--- src/hw/video_pkg.sv ---
package video_pkg;

    // horizontal timing in clocks
    localparam int H_SYNC        = 118;
    localparam int H_BACK_PORCH  = 152;
    localparam int H_ACTIVE      = 1280;
    localparam int H_FRONT_PORCH = 38;
    localparam int H_TOTAL       = H_SYNC + H_BACK_PORCH + H_ACTIVE + H_FRONT_PORCH;
    localparam int H_HALF        = H_TOTAL / 2;

    localparam int H_VSYNC_PULSE_LEN = 678;
    localparam int H_EQ_PULSE_LEN    = 58;
    localparam int H_BURST_START     = 132;
    localparam int H_BURST_END       = 196;

    // vertical timing in half-lines
    localparam int V_HALF_LINES  = 1050;
    localparam int V_SEG_LEN     = 6;
    localparam int V_EQ1         = 0;
    localparam int V_SYNC1       = 6;
    localparam int V_EQ2         = 12;
    localparam int V_EQ3         = 525;
    localparam int V_SYNC2       = 531;
    localparam int V_EQ4         = 537;
    localparam int V_ACT1_FIRST  = 42;
    localparam int V_ACT1_LAST   = 521;
    localparam int V_ACT2_FIRST  = 568;
    localparam int V_ACT2_LAST   = 1047;
    localparam int V_FIELD1_LAST = 524;

    // pixel source
    localparam int PIXELS_PER_LINE = 640;
    localparam int PIX_ADDR_W      = 10;
    localparam int PAL_ENTRIES     = 256;
    localparam int PAL_IDX_W       = 8;
    localparam int RGB_W           = 12;
    localparam int LINE_IDX_W      = 9;

    // output levels
    localparam int LUMA_W   = 5;
    localparam int CHROMA_W = 4;
    localparam logic [LUMA_W-1:0]   LUMA_BLANK  = 5'd8;
    localparam logic [CHROMA_W-1:0] CHROMA_ZERO = 4'd8;
    localparam logic [CHROMA_W-1:0] BURST_AMPL  = 4'd3;

    // subcarrier, about 3.58 MHz from a 25 MHz clock
    localparam int PHASE_W = 8;
    localparam logic [PHASE_W-1:0] PHASE_STEP = 8'd37;

endpackage

--- src/hw/palette_ram.sv ---
`timescale 1ns/1ps

module palette_ram (
    input  logic                            clk,
    input  logic                            pal_wr,
    input  logic [video_pkg::PAL_IDX_W-1:0] pal_addr,
    input  logic [video_pkg::RGB_W-1:0]     pal_data,
    input  logic [video_pkg::PAL_IDX_W-1:0] pal_idx,
    output logic [video_pkg::RGB_W-1:0]     palette_rgb_data
);

    // 12-bit colours, r in the top nibble
    logic [video_pkg::RGB_W-1:0] colour_mem [video_pkg::PAL_ENTRIES];

    always_ff @(posedge clk) begin
        if (pal_wr) begin
            colour_mem[pal_addr] <= pal_data;
        end
    end

    // read before write on a shared address
    always_ff @(posedge clk) begin
        palette_rgb_data <= colour_mem[pal_idx];
    end

endmodule

--- config.mk ---
export PLATFORM = sky130hd
export DESIGN_NAME = palette_ram
export DESIGN_NICKNAME = d
export VERILOG_FILES = /design/src/hw/video_pkg.sv /design/src/hw/palette_ram.sv
export SDC_FILE = /design/constraint.sdc
export NUM_CORES = 2
export LEC_CHECK = 0
export BUFFER_PORTS_ARGS = -buffer_cell sky130_fd_sc_hd__buf_2
export CAP_MARGIN = 20
export CORE_ASPECT_RATIO = 1.5
export CORE_MARGIN = 4
export CORE_UTILIZATION = 35
export CTS_CLUSTER_DIAMETER = 120
export DETAILED_ROUTE_END_ITERATION = 8
export PLACE_DENSITY_LB_ADDON = 0.15
export SLEW_MARGIN = 20
export SYNTH_ARGS = -nofsm -noshare
export SYNTH_HDL_FRONTEND = slang
export SYNTH_SLANG_ARGS = --single-unit
--- constraint.sdc ---
create_clock -name clk -period 3.55 [get_ports clk]
set_input_delay 0.1775 -clock clk [delete_from_list [all_inputs] [get_ports clk]]
set_output_delay 0.1775 -clock clk [all_outputs]
set_load 0.01 [all_outputs]
==> impl_metrics.env <==
export IMPL_min_delay_path_depth=4
export IMPL_dp_final_hpwl_um=230000
export IMPL_cap_viol_max_count=0
export IMPL_p_int_uw=58700
export IMPL_max_stage_delay_ps=820
export IMPL_start_util_pct=35.2
export IMPL_grt_pass1_vias=61200
export IMPL_whs_ps=150
export IMPL_synth_area_um2=119000
export IMPL_place_inst=10300
export IMPL_wl_per_cell_um=32.9
export IMPL_critPathCaptureType="register"
export IMPL_clk_latency_ps=890
export IMPL_yosys_cell_types_count=61
export IMPL_drt_iter0_drc=5628
export IMPL_nFillCells=29800
export IMPL_grt_pass1_wl_um=498000
export IMPL_cts_buffers=299
export IMPL_core_um2=337000
export IMPL_die_area_um2=349000
export IMPL_pin_count=42
export IMPL_crit_chain="mux4_2, mux2_2, a2111oi_0, buf_4, a211oi_1, buf_4, o32ai_2, buf_4, nor3_1"
export IMPL_worstRegToRegCells=9
export IMPL_crit_arrival_ps=4030
export IMPL_drtAntennaViolNets=0
export IMPL_hold_end="colour_mem[240][7]"
export IMPL_leakagePower_uw=0.0431
export IMPL_tns_ps=0
export IMPL_tightest_slew_ps=1220
export IMPL_crit_buf_inv=3
export IMPL_rsz0062_at_grt="no"
export IMPL_critPathMaxFanout=1
export IMPL_yosys_area_share_simple_pct=2.17
export IMPL_finClkSkew_ps=36.2
export IMPL_cpLargestDelayFamily="compound AO/OA/AOI/OAI gates"
export IMPL_ys_seq_area_share_pct=78.0
export IMPL_row_count=261
export IMPL_htreeDepth=5
export IMPL_switching_power_uw=16500
export IMPL_p_seq_share_pct=53.5
export IMPL_via_per_inst=5.42
export IMPL_period_minus_slack_ps=3240
export IMPL_maxSlewViolCount=0
export IMPL_worstPathRequired_ps=4340
export IMPL_synth_compound_area_share_pct=3.75
export IMPL_cts_tree="built"
export IMPL_synth_most_common_cell="edfxtp_1"
export IMPL_finalSetupViolations=0
export IMPL_r2r_start="colour_mem[8][10]"
export IMPL_synth_top_family_by_area="multiplexers"
export IMPL_fp_dieW_um=483
export IMPL_vias=58800
export IMPL_finalNonFillerCells=10900
export IMPL_min_period_over_period_pct=91.4
export IMPL_syn_inst=5506
export IMPL_ys_flop_type="edfxtp_1"
export IMPL_worstSetupPathType="register to register"
export IMPL_clock_sinks=3084
export IMPL_layout_drive_gt1_share_pct=27.9
export IMPL_grt_max_degree=115
export IMPL_crit_start="colour_mem[8][10]"
export IMPL_synth_xor_area_share_pct=0
export IMPL_ctsResizeCount=0
export IMPL_synthDominantCellAreaShare_pct=77.8
export IMPL_async_reset_ff_share_pct=0
export IMPL_vdd_drop_max_mv=0.391
export IMPL_p_per_area_nw_per_um2=547
export IMPL_max_freq_mhz=308
export IMPL_synth_area_mux_share_pct=14.3
export IMPL_remaining_drc_errors=0
export IMPL_grt_usage_pct=20.2
export IMPL_root_buffer="clkbuf_16"
export IMPL_area_growth_pct=15.9
export IMPL_power_frac_comb_pct=5.6
export IMPL_synth_common_cells="3,072 x edfxtp_1, 636 x mux4_2, 302 x nor2_1"
export IMPL_yosysTopAreaCell="edfxtp_1"
export IMPL_start_kind="register"
export IMPL_r2r_slack_ps=310
export IMPL_fp_dieH_um=721
export IMPL_cp_slowest_cell="a2111oi_0"
export IMPL_fin_ws_ps=306
export IMPL_cpMostUsedCell="buf_4"
export IMPL_syn_num_nets=5536
export IMPL_yosys_warnings=0
export IMPL_max_slew_margin_pct=18.3
export IMPL_gp_congestion=0.826
export IMPL_cts_max_path_buffers=4
export IMPL_worstHoldStart="pal_addr[4]"
export IMPL_swShare_pct=22.0
export IMPL_synth_avg_cell_area_um2=21.5
export IMPL_dp_slack_ps=-236
export IMPL_grt_overflow=0
export IMPL_portBuffers=41
export IMPL_first_pass_iters=6
export IMPL_routed_wl_um=357000
export IMPL_pwr_share_clk_pct=41.0
export IMPL_fin_util_pct=40.8
export IMPL_antenna_found_initial=23
export IMPL_clk_pin_slew_ps=60
export IMPL_synth_fa_ha_area_share_pct=0
export IMPL_status="complete, no violations"
export IMPL_synthTopCellsByArea="edfxtp_1 78%, mux4_2 12%, mux2i_1 1.9%"
export IMPL_r2r_end="palette_rgb_data[10]"
export IMPL_fin_nets=6179
export IMPL_synth_edf_count=3072
export IMPL_hp_class="input port to register"
export IMPL_finalHoldViolCount=0
export IMPL_synth_seq_cells=3084
layout make-up:
type                       count  area [µm²]  area share (%)
multi-input combinational   2081       24200            17.6
sequential                  3084       92500            67.2
inverter                       3        11.3         0.00819
clock buffer                 368        7860            5.71
clock inverter               155        1290           0.941
timing repair buffer         680        6110            4.45
antenna                        8        20.0          0.0146
tap                         4471        5590            4.07
registers in the layout, indices dropped and copies added (netlist names):
name,cells
colour_mem,3072
palette_rgb_data,12
placed cells by master, fill, tap and decap left out, drive strengths merged, types with 45 or more instances in the layout:
cell    instances
nor2          302
nand2          45
a22oi         215
mux4          636
a21oi         121
edfxtp       3072
clkbuf        368
mux2i         223
clkinv        120
o221ai         55
buf           663
o22ai          88
power groups by stage:
stage	registers [µW]	logic (µW)	clock network, µW
floorplan	41000	1920	0
global placement	41000	4230	0
detailed placement	41000	4270	0
CTS	40200	4290	31600
global route	40200	4390	33000
finish	40200	4170	30800
metrics by stage:
| step | power, µW | instance area, µm² |
|---|---|---|
| 6_report | 75200 | 138000 |
| 3_5_place_dp | 45300 | 128000 |
| 2_1_floorplan | 42900 | 119000 |
| 5_1_grt | 77600 | 138000 |
| 3_3_place_gp | 45200 | 128000 |
| 4_1_cts | 76100 | 138000 |
cell families (layout without fill, tap and decap cells):
family          Yosys count  count (layout)
flops                  3084            3084
mux                     894             894
compound gates          637             637
simple gates            550             550
buf+inv                 341            1206
other cells               0               8
layer usage:
layer | wire length [µm] | vias to the layer above | GRT usage (%)
met5 | 13 | - | 0
met4 | 11900 | 2 | 6.16
met3 | 14000 | 454 | 2.22
met2 | 192000 | 1523 | 37.3
met1 | 139000 | 32300 | 24.7
li1 | - | 24600 | -
timing repair:
| item | in CTS | in global routing |
|---|---|---|
| endpoints found under the hold margin | 1014 | 0 |
| hold buffers | 17 | 0 |
| setup buffers | 0 | 0 |
worst max-delay path by stage:
stage / endpoint / slack [ps] / cells past startpoint
after CTS: palette_rgb_data[10] / 290 / 9
after global placement: palette_rgb_data[4] / -1170 / 8
after detailed placement: palette_rgb_data[10] / -240 / 11
final: palette_rgb_data[10] / 310 / 9
after floorplan: colour_mem[235][0] / 1380 / 6
after global routing: palette_rgb_data[10] / 280 / 9
worst reg2reg max path, cell delays in order (launching register included):
cell	delay [ps]
edfxtp_1	360
mux4_2	460
mux2_2	310
a2111oi_0	820
buf_4	240
a211oi_1	100
buf_4	190
o32ai_2	390
buf_4	220
nor3_1	40
Note: power is estimated with default switching activity, not from simulation.
