<file path="src/hw/video_pkg.sv">
package video_pkg;

    // horizontal timing in clocks
    localparam int H_SYNC        = 118;
    localparam int H_BACK_PORCH  = 152;
    localparam int H_ACTIVE      = 1280;
    localparam int H_FRONT_PORCH = 38;
    localparam int H_TOTAL       = H_SYNC + H_BACK_PORCH + H_ACTIVE + H_FRONT_PORCH;
    localparam int H_HALF        = H_TOTAL / 2;

    localparam int H_VSYNC_PULSE_LEN = 678;
    localparam int H_EQ_PULSE_LEN    = 58;
    localparam int H_BURST_START     = 132;
    localparam int H_BURST_END       = 196;

    // vertical timing in half-lines
    localparam int V_HALF_LINES  = 1050;
    localparam int V_SEG_LEN     = 6;
    localparam int V_EQ1         = 0;
    localparam int V_SYNC1       = 6;
    localparam int V_EQ2         = 12;
    localparam int V_EQ3         = 525;
    localparam int V_SYNC2       = 531;
    localparam int V_EQ4         = 537;
    localparam int V_ACT1_FIRST  = 42;
    localparam int V_ACT1_LAST   = 521;
    localparam int V_ACT2_FIRST  = 568;
    localparam int V_ACT2_LAST   = 1047;
    localparam int V_FIELD1_LAST = 524;

    // pixel source
    localparam int PIXELS_PER_LINE = 640;
    localparam int PIX_ADDR_W      = 10;
    localparam int PAL_ENTRIES     = 256;
    localparam int PAL_IDX_W       = 8;
    localparam int RGB_W           = 12;
    localparam int LINE_IDX_W      = 9;

    // output levels
    localparam int LUMA_W   = 5;
    localparam int CHROMA_W = 4;
    localparam logic [LUMA_W-1:0]   LUMA_BLANK  = 5'd8;
    localparam logic [CHROMA_W-1:0] CHROMA_ZERO = 4'd8;
    localparam logic [CHROMA_W-1:0] BURST_AMPL  = 4'd3;

    // subcarrier, about 3.58 MHz from a 25 MHz clock
    localparam int PHASE_W = 8;
    localparam logic [PHASE_W-1:0] PHASE_STEP = 8'd37;

endpackage

</file>
<file path="src/hw/composite_timing.sv">
`timescale 1ns/1ps

module composite_timing (
    input  logic                               clk,
    input  logic                               rst,
    input  logic [video_pkg::RGB_W-1:0]        palette_rgb_data,
    output logic                               next_pixel,
    output logic [video_pkg::LINE_IDX_W-1:0]   display_line_idx,
    output logic                               start_of_screen,
    output logic                               end_of_screen,
    output logic                               start_of_line,
    output logic [video_pkg::LUMA_W-1:0]       luma,
    output logic                               sync_n,
    output logic [video_pkg::CHROMA_W-1:0]     chroma
);

    logic [$clog2(video_pkg::H_TOTAL)-1:0]      hcnt;
    logic [$clog2(video_pkg::V_HALF_LINES)-1:0] vcnt;
    logic                                       field;
    logic [video_pkg::LINE_IDX_W-2:0]           field_line_cnt;

    logic h_hsync_pulse;
    logic h_vsync_pulse;
    logic h_eq_pulse;
    logic h_burst;
    logic h_active;
    logic h_last;
    logic h_half_last;
    logic v_sync;
    logic v_eq;
    logic v_active;
    logic v_frame_last;
    logic mod_sync_n;

    // true when the half-line index falls in a six half-line segment
    function automatic logic in_seg(
        input logic [$clog2(video_pkg::V_HALF_LINES)-1:0] v,
        input int                                         first
    );
        return (v >= first) && (v < first + video_pkg::V_SEG_LEN);
    endfunction

    // horizontal decode
    assign h_hsync_pulse = hcnt < video_pkg::H_SYNC;
    assign h_vsync_pulse = (hcnt < video_pkg::H_VSYNC_PULSE_LEN) ||
        (hcnt >= video_pkg::H_HALF &&
         hcnt < video_pkg::H_HALF + video_pkg::H_VSYNC_PULSE_LEN);
    assign h_eq_pulse = (hcnt < video_pkg::H_EQ_PULSE_LEN) ||
        (hcnt >= video_pkg::H_HALF &&
         hcnt < video_pkg::H_HALF + video_pkg::H_EQ_PULSE_LEN);
    assign h_burst = (hcnt >= video_pkg::H_BURST_START) &&
        (hcnt < video_pkg::H_BURST_END);
    assign h_active = (hcnt >= video_pkg::H_SYNC + video_pkg::H_BACK_PORCH) &&
        (hcnt < video_pkg::H_SYNC + video_pkg::H_BACK_PORCH + video_pkg::H_ACTIVE);
    assign h_last      = hcnt == video_pkg::H_TOTAL - 1;
    assign h_half_last = (hcnt == video_pkg::H_HALF - 1) || h_last;

    // vertical decode
    assign v_sync = in_seg(vcnt, video_pkg::V_SYNC1) || in_seg(vcnt, video_pkg::V_SYNC2);
    assign v_eq = in_seg(vcnt, video_pkg::V_EQ1) || in_seg(vcnt, video_pkg::V_EQ2) ||
        in_seg(vcnt, video_pkg::V_EQ3) || in_seg(vcnt, video_pkg::V_EQ4);
    assign v_active =
        (vcnt >= video_pkg::V_ACT1_FIRST && vcnt <= video_pkg::V_ACT1_LAST) ||
        (vcnt >= video_pkg::V_ACT2_FIRST && vcnt <= video_pkg::V_ACT2_LAST);
    assign v_frame_last = vcnt == video_pkg::V_HALF_LINES - 1;

    always_ff @(posedge clk or posedge rst) begin
        if (rst) begin
            hcnt <= '0;
            vcnt <= '0;
        end else begin
            hcnt <= h_last ? '0 : hcnt + 1'b1;
            if (h_half_last) begin
                vcnt <= v_frame_last ? '0 : vcnt + 1'b1;
            end
        end
    end

    // field 0 is the even field, restarted at each field boundary
    always_ff @(posedge clk or posedge rst) begin
        if (rst) begin
            field          <= 1'b0;
            field_line_cnt <= '0;
        end else begin
            if (h_half_last && v_frame_last) begin
                field          <= 1'b0;
                field_line_cnt <= '0;
            end else if (h_half_last && vcnt == video_pkg::V_FIELD1_LAST) begin
                field          <= 1'b1;
                field_line_cnt <= '0;
            end else if (h_last) begin
                field_line_cnt <= field_line_cnt + 1'b1;
            end
        end
    end

    assign display_line_idx = {field_line_cnt, field};

    assign start_of_line = h_last;
    // last line end ahead of the first active half-line of each field
    assign start_of_screen = h_last &&
        (vcnt == video_pkg::V_ACT1_FIRST - 1 || vcnt == video_pkg::V_ACT2_FIRST - 1);
    assign end_of_screen = h_half_last &&
        (vcnt == video_pkg::V_FIELD1_LAST || v_frame_last);

    // sync shape per half-line type
    always_comb begin
        if (v_sync) begin
            mod_sync_n = !h_vsync_pulse;
        end else if (v_eq) begin
            mod_sync_n = !h_eq_pulse;
        end else begin
            mod_sync_n = !h_hsync_pulse;
        end
    end

    // one pixel every other clock
    always_ff @(posedge clk or posedge rst) begin
        if (rst) begin
            next_pixel <= 1'b0;
        end else if (start_of_line) begin
            next_pixel <= 1'b0;
        end else if (h_active) begin
            next_pixel <= !next_pixel;
        end
    end

    video_modulator modulator_i (
        .clk       (clk),
        .rst       (rst),
        .r         (palette_rgb_data[11:8]),
        .g         (palette_rgb_data[7:4]),
        .b         (palette_rgb_data[3:0]),
        .burst     (v_active && h_burst),
        .active    (v_active && h_active),
        .sync_n_in (mod_sync_n),
        .luma      (luma),
        .sync_n    (sync_n),
        .chroma    (chroma)
    );

endmodule

</file>
<file path="src/hw/video_modulator.sv">
`timescale 1ns/1ps

module video_modulator (
    input  logic                           clk,
    input  logic                           rst,
    input  logic [3:0]                     r,
    input  logic [3:0]                     g,
    input  logic [3:0]                     b,
    input  logic                           burst,
    input  logic                           active,
    input  logic                           sync_n_in,
    output logic [video_pkg::LUMA_W-1:0]   luma,
    output logic                           sync_n,
    output logic [video_pkg::CHROMA_W-1:0] chroma
);

    logic [7:0]        y_sum;
    logic [3:0]        y;
    logic signed [5:0] u_diff;
    logic signed [5:0] v_diff;

    logic [3:0]        y_q;
    logic signed [5:0] u_q;
    logic signed [5:0] v_q;
    logic              burst_q;
    logic              active_q;
    logic              sync_q;

    logic [video_pkg::PHASE_W-1:0]  phase;
    logic                           sin_neg;
    logic                           cos_neg;
    logic signed [5:0]              u_term;
    logic signed [5:0]              v_term;
    logic signed [6:0]              mix;
    logic signed [6:0]              scaled;
    logic [video_pkg::CHROMA_W-1:0] chroma_ofs;
    logic [video_pkg::CHROMA_W-1:0] chroma_next;
    logic [video_pkg::LUMA_W-1:0]   luma_next;

    // luma weights 5/16, 9/16, 2/16
    assign y_sum  = 8'd5 * r + 8'd9 * g + 8'd2 * b;
    assign y      = y_sum[7:4];
    assign u_diff = $signed({2'b00, b}) - $signed({2'b00, y});
    assign v_diff = $signed({2'b00, r}) - $signed({2'b00, y});

    // first stage, colour differences
    always_ff @(posedge clk or posedge rst) begin
        if (rst) begin
            burst_q  <= 1'b0;
            active_q <= 1'b0;
            sync_q   <= 1'b0;
        end else begin
            burst_q  <= burst;
            active_q <= active;
            sync_q   <= sync_n_in;
        end
    end

    always_ff @(posedge clk) begin
        y_q <= y;
        u_q <= u_diff;
        v_q <= v_diff;
    end

    // free-running subcarrier
    always_ff @(posedge clk or posedge rst) begin
        if (rst) begin
            phase <= '0;
        end else begin
            phase <= phase + video_pkg::PHASE_STEP;
        end
    end

    // square-wave sine and cosine signs from the top two phase bits
    assign sin_neg = phase[video_pkg::PHASE_W-1];
    assign cos_neg = phase[video_pkg::PHASE_W-1] ^ phase[video_pkg::PHASE_W-2];

    assign u_term = sin_neg ? -u_q : u_q;
    assign v_term = cos_neg ? -v_q : v_q;
    assign mix    = u_term + v_term;
    assign scaled = mix >>> 1;

    always_comb begin
        if (burst_q) begin
            // burst sits opposite the u axis
            chroma_ofs = sin_neg ? video_pkg::BURST_AMPL : -video_pkg::BURST_AMPL;
        end else if (active_q) begin
            if (scaled > 7'sd7) begin
                chroma_ofs = 4'd7;
            end else if (scaled < -7'sd8) begin
                chroma_ofs = 4'd8;
            end else begin
                chroma_ofs = scaled[3:0];
            end
        end else begin
            chroma_ofs = '0;
        end
    end

    // two's complement offset around mid level
    assign chroma_next = video_pkg::CHROMA_ZERO + chroma_ofs;

    always_comb begin
        if (!sync_q) begin
            luma_next = '0;
        end else if (!active_q) begin
            luma_next = video_pkg::LUMA_BLANK;
        end else begin
            luma_next = video_pkg::LUMA_BLANK + {1'b0, y_q};
        end
    end

    // second stage, output registers
    always_ff @(posedge clk or posedge rst) begin
        if (rst) begin
            luma   <= '0;
            sync_n <= 1'b0;
            chroma <= video_pkg::CHROMA_ZERO;
        end else begin
            luma   <= luma_next;
            sync_n <= sync_q;
            chroma <= chroma_next;
        end
    end

endmodule

</file>
<file path="config.mk">
export PLATFORM = sky130hd
export DESIGN_NAME = composite_timing
export DESIGN_NICKNAME = d
export VERILOG_FILES = /design/src/hw/video_pkg.sv /design/src/hw/composite_timing.sv /design/src/hw/video_modulator.sv
export SDC_FILE = /design/constraint.sdc
export NUM_CORES = 1
export LEC_CHECK = 0
export BUFFER_PORTS_ARGS = -buffer_cell sky130_fd_sc_hd__buf_2
export CAP_MARGIN = 20
export CORE_MARGIN = 5
export CORE_UTILIZATION = 43
export DETAILED_ROUTE_END_ITERATION = 8
export PLACE_DENSITY = 0.68
export RECOVER_POWER = 50
export SYNTH_ARGS = -nofsm -noshare
export SYNTH_HDL_FRONTEND = slang
export SYNTH_SLANG_ARGS = --single-unit
</file>
<file path="constraint.sdc">
create_clock -name clk -period 5.3 [get_ports clk]
set_clock_uncertainty 0.2 [all_clocks]
set_input_delay 1.06 -clock clk [delete_from_list [all_inputs] [get_ports clk]]
set_output_delay 1.06 -clock clk [all_outputs]
set_load 0.01 [all_outputs]
</file>
==> results.py, run 1 <==
metrics = {
    "placement": {
        "io_buffer_count": 36,
        "globalplace.congestion": 0.897,
        "hpwlAfterDp_mm": 6.76,
    },
    "global_route": {
        "grt_max_degree": 54,
        "grt_util_all_layers": 0.151,
        "grt_first_pass_wirelength_mm": 15.5,
        "overflow": 0,
        "grt_antenna_before_repair": 0,
        "grt_pass1_vias": 3306,
    },
    "drt": {
        "routedWlPerCell_um": 14.2,
        "number_of_antenna_violating_nets_in_the_routed_design": 0,
        "detail_route.drc_violations": 0,
        "drtIter0Drc": 172,
        "detailroute.via_count": 3352,
        "via_per_inst": 5.30,
        "firstDrtPassIters": 4,
        "wirelength_mm": 8.97,
    },
    "clock_network": {
        "cts_post_setup_buffers_inserted": 0,
        "cts.clk_slew.worst_paths_ps": 70,
        "cts_htree_levels": 3,
        "clockRootBuffer": "sky130_fd_sc_hd__clkbuf_8",
        "cts_buffer_depth": 2,
        "tritoncts": "built",
        "insertion_delay_ps": 350,
        "cts_inserted_buffers": 9,
        "cts-resized-gates": 0,
        "postCtsHoldBufs": 0,
        "clock-sinks": 67,
    },
    "floorplanning": {
        "floorplan.rows": 36,
        "dieHeight_um": 111,
        "io-pin-count": 37,
        "die-area_um2": 12300,
        "core_area_um2": 9860,
        "effective_utilization_at_floorplan": 0.445,
        "die_width_um": 111,
    },
    "power_and_ir_drop": {
        "p_leak_uw": 0.00228,
        "power.density_cell_area_nw_per_um2": 387,
        "power.ir.vdd_worst_v": 0.000184,
    },
    "yosys": {
        "syn_inst": 467,
        "syn_nets": 530,
        "yosys.area.top_type": "sky130_fd_sc_hd__dfrtp_1",
        "synth_enable_flop_cells": 0,
        "post_synth_num_cell_types": 64,
        "syn_area_per_cell_um2": 9.39,
        "synthFlopType": "sky130_fd_sc_hd__dfrtp_1",
        "post_synth_instance_area_um2": 4390,
        "synth-warning-count": 0,
        "synthArstFlopShare": 0.791,
        "synth-seq-area-share": 0.367,
        "synth.top_cells.by_area": "sky130_fd_sc_hd__dfrtp_1, sky130_fd_sc_hd__ha_1, sky130_fd_sc_hd__dfxtp_1, sky130_fd_sc_hd__xnor2_1, sky130_fd_sc_hd__fa_1",
        "synth.ff_latch_count": 67,
        "share_of_the_synthesized_area_in_the_top_cell_type": 0.297,
    },
    "timing": {
        "post-route-period-util": 0.891,
        "slew-limit-headroom": -0.492,
        "report.final.setup_viol": 0,
        "period_needed_ps": 4720,
        "report.final.slew_viol_count": 43,
        "worst-slew-pin-transition_ps": 2240,
        "timing_hold_violations_final": 0,
        "fin_tns_setup_ps": 0,
        "grt_setup_unrepaired": "false",
        "maxClockFrequency_ghz": 0.212,
    },
    "min_path": {
        "hold_class": "register to register",
    },
    "setup_path": {
        "crit_path_start_kind": "input port",
        "path_class": "input port to register",
        "timing.critical_path.arrival_ps": 4790,
        "worst_setup_path_end_kind": "register",
        "cp_data_required_time_ps": 5370,
        "crit_fanout": 4,
    },
    "run_status": {
        "violations": "capacitance limit, slew limit",
        "status": "finished, violations left",
    },
    "finish": {
        "fill_cells": 915,
        "area_occupied_by_multi_input_gates_um2": 2540,
        "fraction_of_layout_cells_with_a_size_suffix_above_1": 0.128,
        "antennaDiodeCount": 0,
        "post-route-util": 0.494,
        "regArea_um2": 1610,
        "synthToLayoutAreaGrowth_pct": 11.2,
        "fin_nets": 558,
        "layout.cells.most_common": "sky130_fd_sc_hd__dfrtp_1",
        "layout.cells.most_common_list": "sky130_fd_sc_hd__dfrtp_1, sky130_fd_sc_hd__nor2_1, sky130_fd_sc_hd__ha_1",
    },
    "job": {
        "drv.max_cap_violation_count": 1,
    },
}
[kinds of logic after synthesis]
kind of cell	synth area share
AND/OR/NAND/NOR	0.181
adder cells (fa/ha/maj)	0.157
buffers and inverters	0.0534
flip-flops	0.367
multiplexers	0.0165
AO/OA/AOI/OAI	0.131
XOR/XNOR	0.0939
[report_power, final]
group	leakage, uW	internal [uW]	switching [uW]
logic	0.00134	358	441
registers	0.000828	574	43.2
clock network	0.000116	279	193
total	0.00228	1210	677
[path summary, 6_finish.rpt]
kind                                            from                    end  slack [ps]  cells past startpoint
worst max register to register  modulator_i.phase[7]  modulator_i.chroma[1]        1780                      9
worst min register to register    modulator_i.y_q[3]    modulator_i.luma[3]         230                      1
worst min-delay path              modulator_i.y_q[3]    modulator_i.luma[3]         230                      1
min in group asynchronous                        rst                vcnt[8]         490                      2
worst max-delay path             palette_rgb_data[9]     modulator_i.u_q[3]         580                     17
max in group asynchronous                        rst                hcnt[1]        1970                      3
[final cells by class]
cell class | instances | area share
flip-flops and latches | 67 | 0.330
clock buffers | 14 | 0.0465
multi-input cells | 343 | 0.522
repair buffers | 37 | 0.0377
well taps | 133 | 0.0341
inverters | 37 | 0.0285
clock inverters | 1 | 0.00154
[through the flow]
step           worst slack, ps  std cells  total power, uW  hold WS, ps  instance area [um2]
2_1_floorplan              671        467             1250          200                 4390
3_3_place_gp               401        616             1380          216                 4640
3_5_place_dp               225        616             1420          228                 4640
4_1_cts                    588        631             1910          238                 4870
5_1_grt                    333        632             2050          250                 4870
6_report                   579        632             1890          228                 4870
[metal layers]
layer	GRT usage	wire [um]	share of wire	up-vias
met1	0.197	4160	0.46	1622
met3	0.0311	290	0.032	11
met2	0.247	4380	0.49	46
li1	-	-	-	1673
met4	0.0542	140	0.016	0
met5	0	0	0	-
[critical path, stage by stage]
cell and delay (ps):
sky130_fd_sc_hd__buf_2 140, sky130_fd_sc_hd__ha_1 290, sky130_fd_sc_hd__ha_1 280, sky130_fd_sc_hd__inv_1 50
sky130_fd_sc_hd__fa_1 530, sky130_fd_sc_hd__inv_1 60, sky130_fd_sc_hd__fa_1 480, sky130_fd_sc_hd__ha_1 300
sky130_fd_sc_hd__nand4_1 100, sky130_fd_sc_hd__o21bai_1 210, sky130_fd_sc_hd__a21oi_1 150, sky130_fd_sc_hd__xnor2_1 210
sky130_fd_sc_hd__inv_1 150, sky130_fd_sc_hd__ha_1 300, sky130_fd_sc_hd__a21o_1 180, sky130_fd_sc_hd__a21oi_1 160
sky130_fd_sc_hd__xnor2_1 150
[synthesized netlist by cell type, types with 11 or more instances]
library cell,count
sky130_fd_sc_hd__a21oi_1,23
sky130_fd_sc_hd__dfrtp_1,52
sky130_fd_sc_hd__dfxtp_1,14
sky130_fd_sc_hd__ha_1,39
sky130_fd_sc_hd__inv_1,37
sky130_fd_sc_hd__nand2_1,30
sky130_fd_sc_hd__nand3_1,17
sky130_fd_sc_hd__nor2_1,40
sky130_fd_sc_hd__nor3_1,11
sky130_fd_sc_hd__o21ai_0,19
sky130_fd_sc_hd__xnor2_1,30
sky130_fd_sc_hd__xor2_1,17
[sequential cells by signal, indices dropped and copies added, names as in the netlist]
name / count
modulator_i.phase: 8
hcnt: 11
modulator_i.sync_n: 1
modulator_i.v_q: 5
modulator_i.chroma: 4
modulator_i.u_q: 5
modulator_i.sync_q: 1
modulator_i.burst_q: 1
field: 1
modulator_i.luma: 5
modulator_i.active_q: 1
next_pixel: 1
modulator_i.y_q: 4
field_line_cnt: 8
vcnt: 11
(Power assumes the default switching activity.)
==> run 2, diff against run 1 <==
CORE_UTILIZATION = 50   (was 43)
PLACE_DENSITY = 0.76   (was 0.68)
==> results.py, run 2 (same netlist as run 1, synthesis figures left out) <==
metrics = {
    "run_status": {
        "status": "finished, violations left",
        "violations": "capacitance limit, slew limit",
    },
    "drt": {
        "met2_wirelength_mm": 4.20,
        "maxUsedRoutingLayer": "met4",
        "routedLengthMet1_mm": 4.10,
        "met3_length_um": 375,
        "wirelength_mm": 8.90,
        "drtIter0Drc": 202,
        "via_per_inst": 5.61,
        "firstDrtPassIters": 5,
        "detailroute.via_count": 3409,
        "number_of_antenna_violating_nets_in_the_routed_design": 0,
        "detail_route.drc_violations": 0,
        "routedWlPerCell_um": 14.6,
    },
    "timing": {
        "report.final.setup_viol": 0,
        "post-route-period-util": 0.877,
        "worst-slew-pin-transition_ps": 1800,
        "slew-limit-headroom": -0.201,
        "maxClockFrequency_ghz": 0.215,
        "grt_setup_unrepaired": "false",
        "report.final.slew_viol_count": 35,
        "timing_hold_violations_final": 0,
        "period_needed_ps": 4650,
        "fin_tns_setup_ps": 0,
    },
    "global_route": {
        "grt_first_pass_wirelength_mm": 15.5,
        "grt_util_all_layers": 0.170,
        "overflow": 0,
        "grt_pass1_vias": 3294,
        "grt_antenna_before_repair": 0,
        "grt_max_degree": 54,
    },
    "placement": {
        "globalplace.congestion": 0.901,
        "io_buffer_count": 36,
        "hpwlAfterDp_mm": 6.69,
        "cell_count_post_placement": 591,
    },
    "floorplanning": {
        "die_width_um": 104,
        "core_area_um2": 8640,
        "die-area_um2": 10700,
        "effective_utilization_at_floorplan": 0.508,
        "dieHeight_um": 104,
        "floorplan.rows": 34,
        "io-pin-count": 37,
    },
    "finish": {
        "antennaDiodeCount": 0,
        "layout.cells.most_common": "sky130_fd_sc_hd__dfrtp_1",
        "layout.cells.most_common_list": "sky130_fd_sc_hd__dfrtp_1, sky130_fd_sc_hd__nor2_1, sky130_fd_sc_hd__ha_1",
        "reg_top3": "hcnt (11), vcnt (11)",
        "fill_cells": 746,
        "fin_nets": 558,
        "fraction_of_layout_cells_with_a_size_suffix_above_1": 0.130,
        "stdcell_count": 608,
        "synthToLayoutAreaGrowth_pct": 9.10,
    },
    "clock_network": {
        "cts_inserted_buffers": 9,
        "clock-sinks": 67,
        "cts_htree_levels": 3,
        "cts.clk_slew.worst_paths_ps": 70,
        "insertion_delay_ps": 350,
        "cts_buffer_depth": 2,
        "clockRootBuffer": "sky130_fd_sc_hd__clkbuf_8",
        "tritoncts": "built",
        "postCtsHoldBufs": 0,
        "cts-resized-gates": 0,
        "cts_post_setup_buffers_inserted": 0,
    },
    "setup_path": {
        "path_class": "input port to register",
        "regToRegSetupSlack_ps": 1770,
        "worst_setup_path_end_kind": "register",
        "r2r_cells": 9,
        "crit_path_start_kind": "input port",
        "crit_fanout": 4,
        "cp_data_required_time_ps": 5380,
        "timing.critical_path.arrival_ps": 4730,
        "r2r_start": "modulator_i.phase[7]",
        "timing.rr.end": "modulator_i.chroma[1]",
    },
    "power_and_ir_drop": {
        "power.ir.vdd_worst_v": 0.000194,
        "power.density_cell_area_nw_per_um2": 375,
        "p_leak_uw": 0.00226,
    },
    "job": {
        "drv.max_cap_violation_count": 1,
    },
    "min_path": {
        "hold_class": "register to register",
        "min_to": "modulator_i.phase[0]",
        "worstHoldPathCells": 1,
        "worst_hold_startpoint": "modulator_i.phase[0]",
    },
}
==> run 2: changes by cell type in the layout (fill, tap and decap cells not counted) <==
cell / before / now
sky130_fd_sc_hd__clkbuf_8: 11 / 9
sky130_fd_sc_hd__inv_4: 0 / 1
sky130_fd_sc_hd__clkinv_4: 0 / 2
sky130_fd_sc_hd__inv_6: 0 / 2
sky130_fd_sc_hd__clkbuf_16: 3 / 0
sky130_fd_sc_hd__clkinvlp_4: 1 / 0
sky130_fd_sc_hd__clkinv_2: 0 / 2
==> run 2: layout make-up <==
class,count,area [um2],area share
multi-input combinational,343,2540,0.532
inverter,37,139,0.0290
sequential,67,1610,0.336
clock buffer,9,124,0.0259
timing repair buffer,37,184,0.0384
tap,108,135,0.0282
clock inverter,7,51.3,0.0107
==> run 2: power by group <==
group          leakage, uW  switching, uW  total, uW  internal (uW)
Clock            0.0000943            214        387            173
Sequential        0.000828           45.9        620            574
Combinational      0.00134            434        787            353
==> run 2: stage by stage <==
step	setup WS [ps]	utilization	hold WS [ps]	power, uW	instance area (um2)
2_1_floorplan	671	-	200	1250	4390
3_3_place_gp	404	0.533	238	1370	4610
3_5_place_dp	284	0.533	240	1410	4610
4_1_cts	639	0.554	250	1800	4780
5_1_grt	352	0.554	268	1950	4780
6_report	650	0.554	244	1790	4780
==> run 2: critical path, cell delays in order <==
cell	delay (ps)
sky130_fd_sc_hd__buf_2	140
sky130_fd_sc_hd__ha_1	280
sky130_fd_sc_hd__ha_1	270
sky130_fd_sc_hd__inv_1	50
sky130_fd_sc_hd__fa_1	520
sky130_fd_sc_hd__inv_1	50
sky130_fd_sc_hd__fa_1	470
sky130_fd_sc_hd__ha_1	310
sky130_fd_sc_hd__nand4_1	90
sky130_fd_sc_hd__o21bai_1	90
sky130_fd_sc_hd__a21oi_1	260
sky130_fd_sc_hd__xnor2_1	180
sky130_fd_sc_hd__inv_1	150
sky130_fd_sc_hd__ha_1	300
sky130_fd_sc_hd__a21o_1	180
sky130_fd_sc_hd__a21oi_1	190
sky130_fd_sc_hd__xnor2_1	140
==> run 2: worst max-delay path by stage <==
stage	cells past startpoint	start	to	slack, ps
6_report	17	palette_rgb_data[9]	modulator_i.u_q[3]	650
5_1_grt	17	palette_rgb_data[9]	modulator_i.u_q[3]	350
4_1_cts	17	palette_rgb_data[9]	modulator_i.u_q[3]	640
3_5_place_dp	17	palette_rgb_data[9]	modulator_i.u_q[3]	280
3_3_place_gp	17	palette_rgb_data[9]	modulator_i.u_q[4]	400
2_1_floorplan	16	palette_rgb_data[4]	modulator_i.u_q[4]	670
==> run 2: per-layer routing <==
metal	vias to the layer above	global-route usage
li1	1681	-
met1	1619	0.222
met2	90	0.275
met3	19	0.0299
met4	0	0.0768
met5	-	0
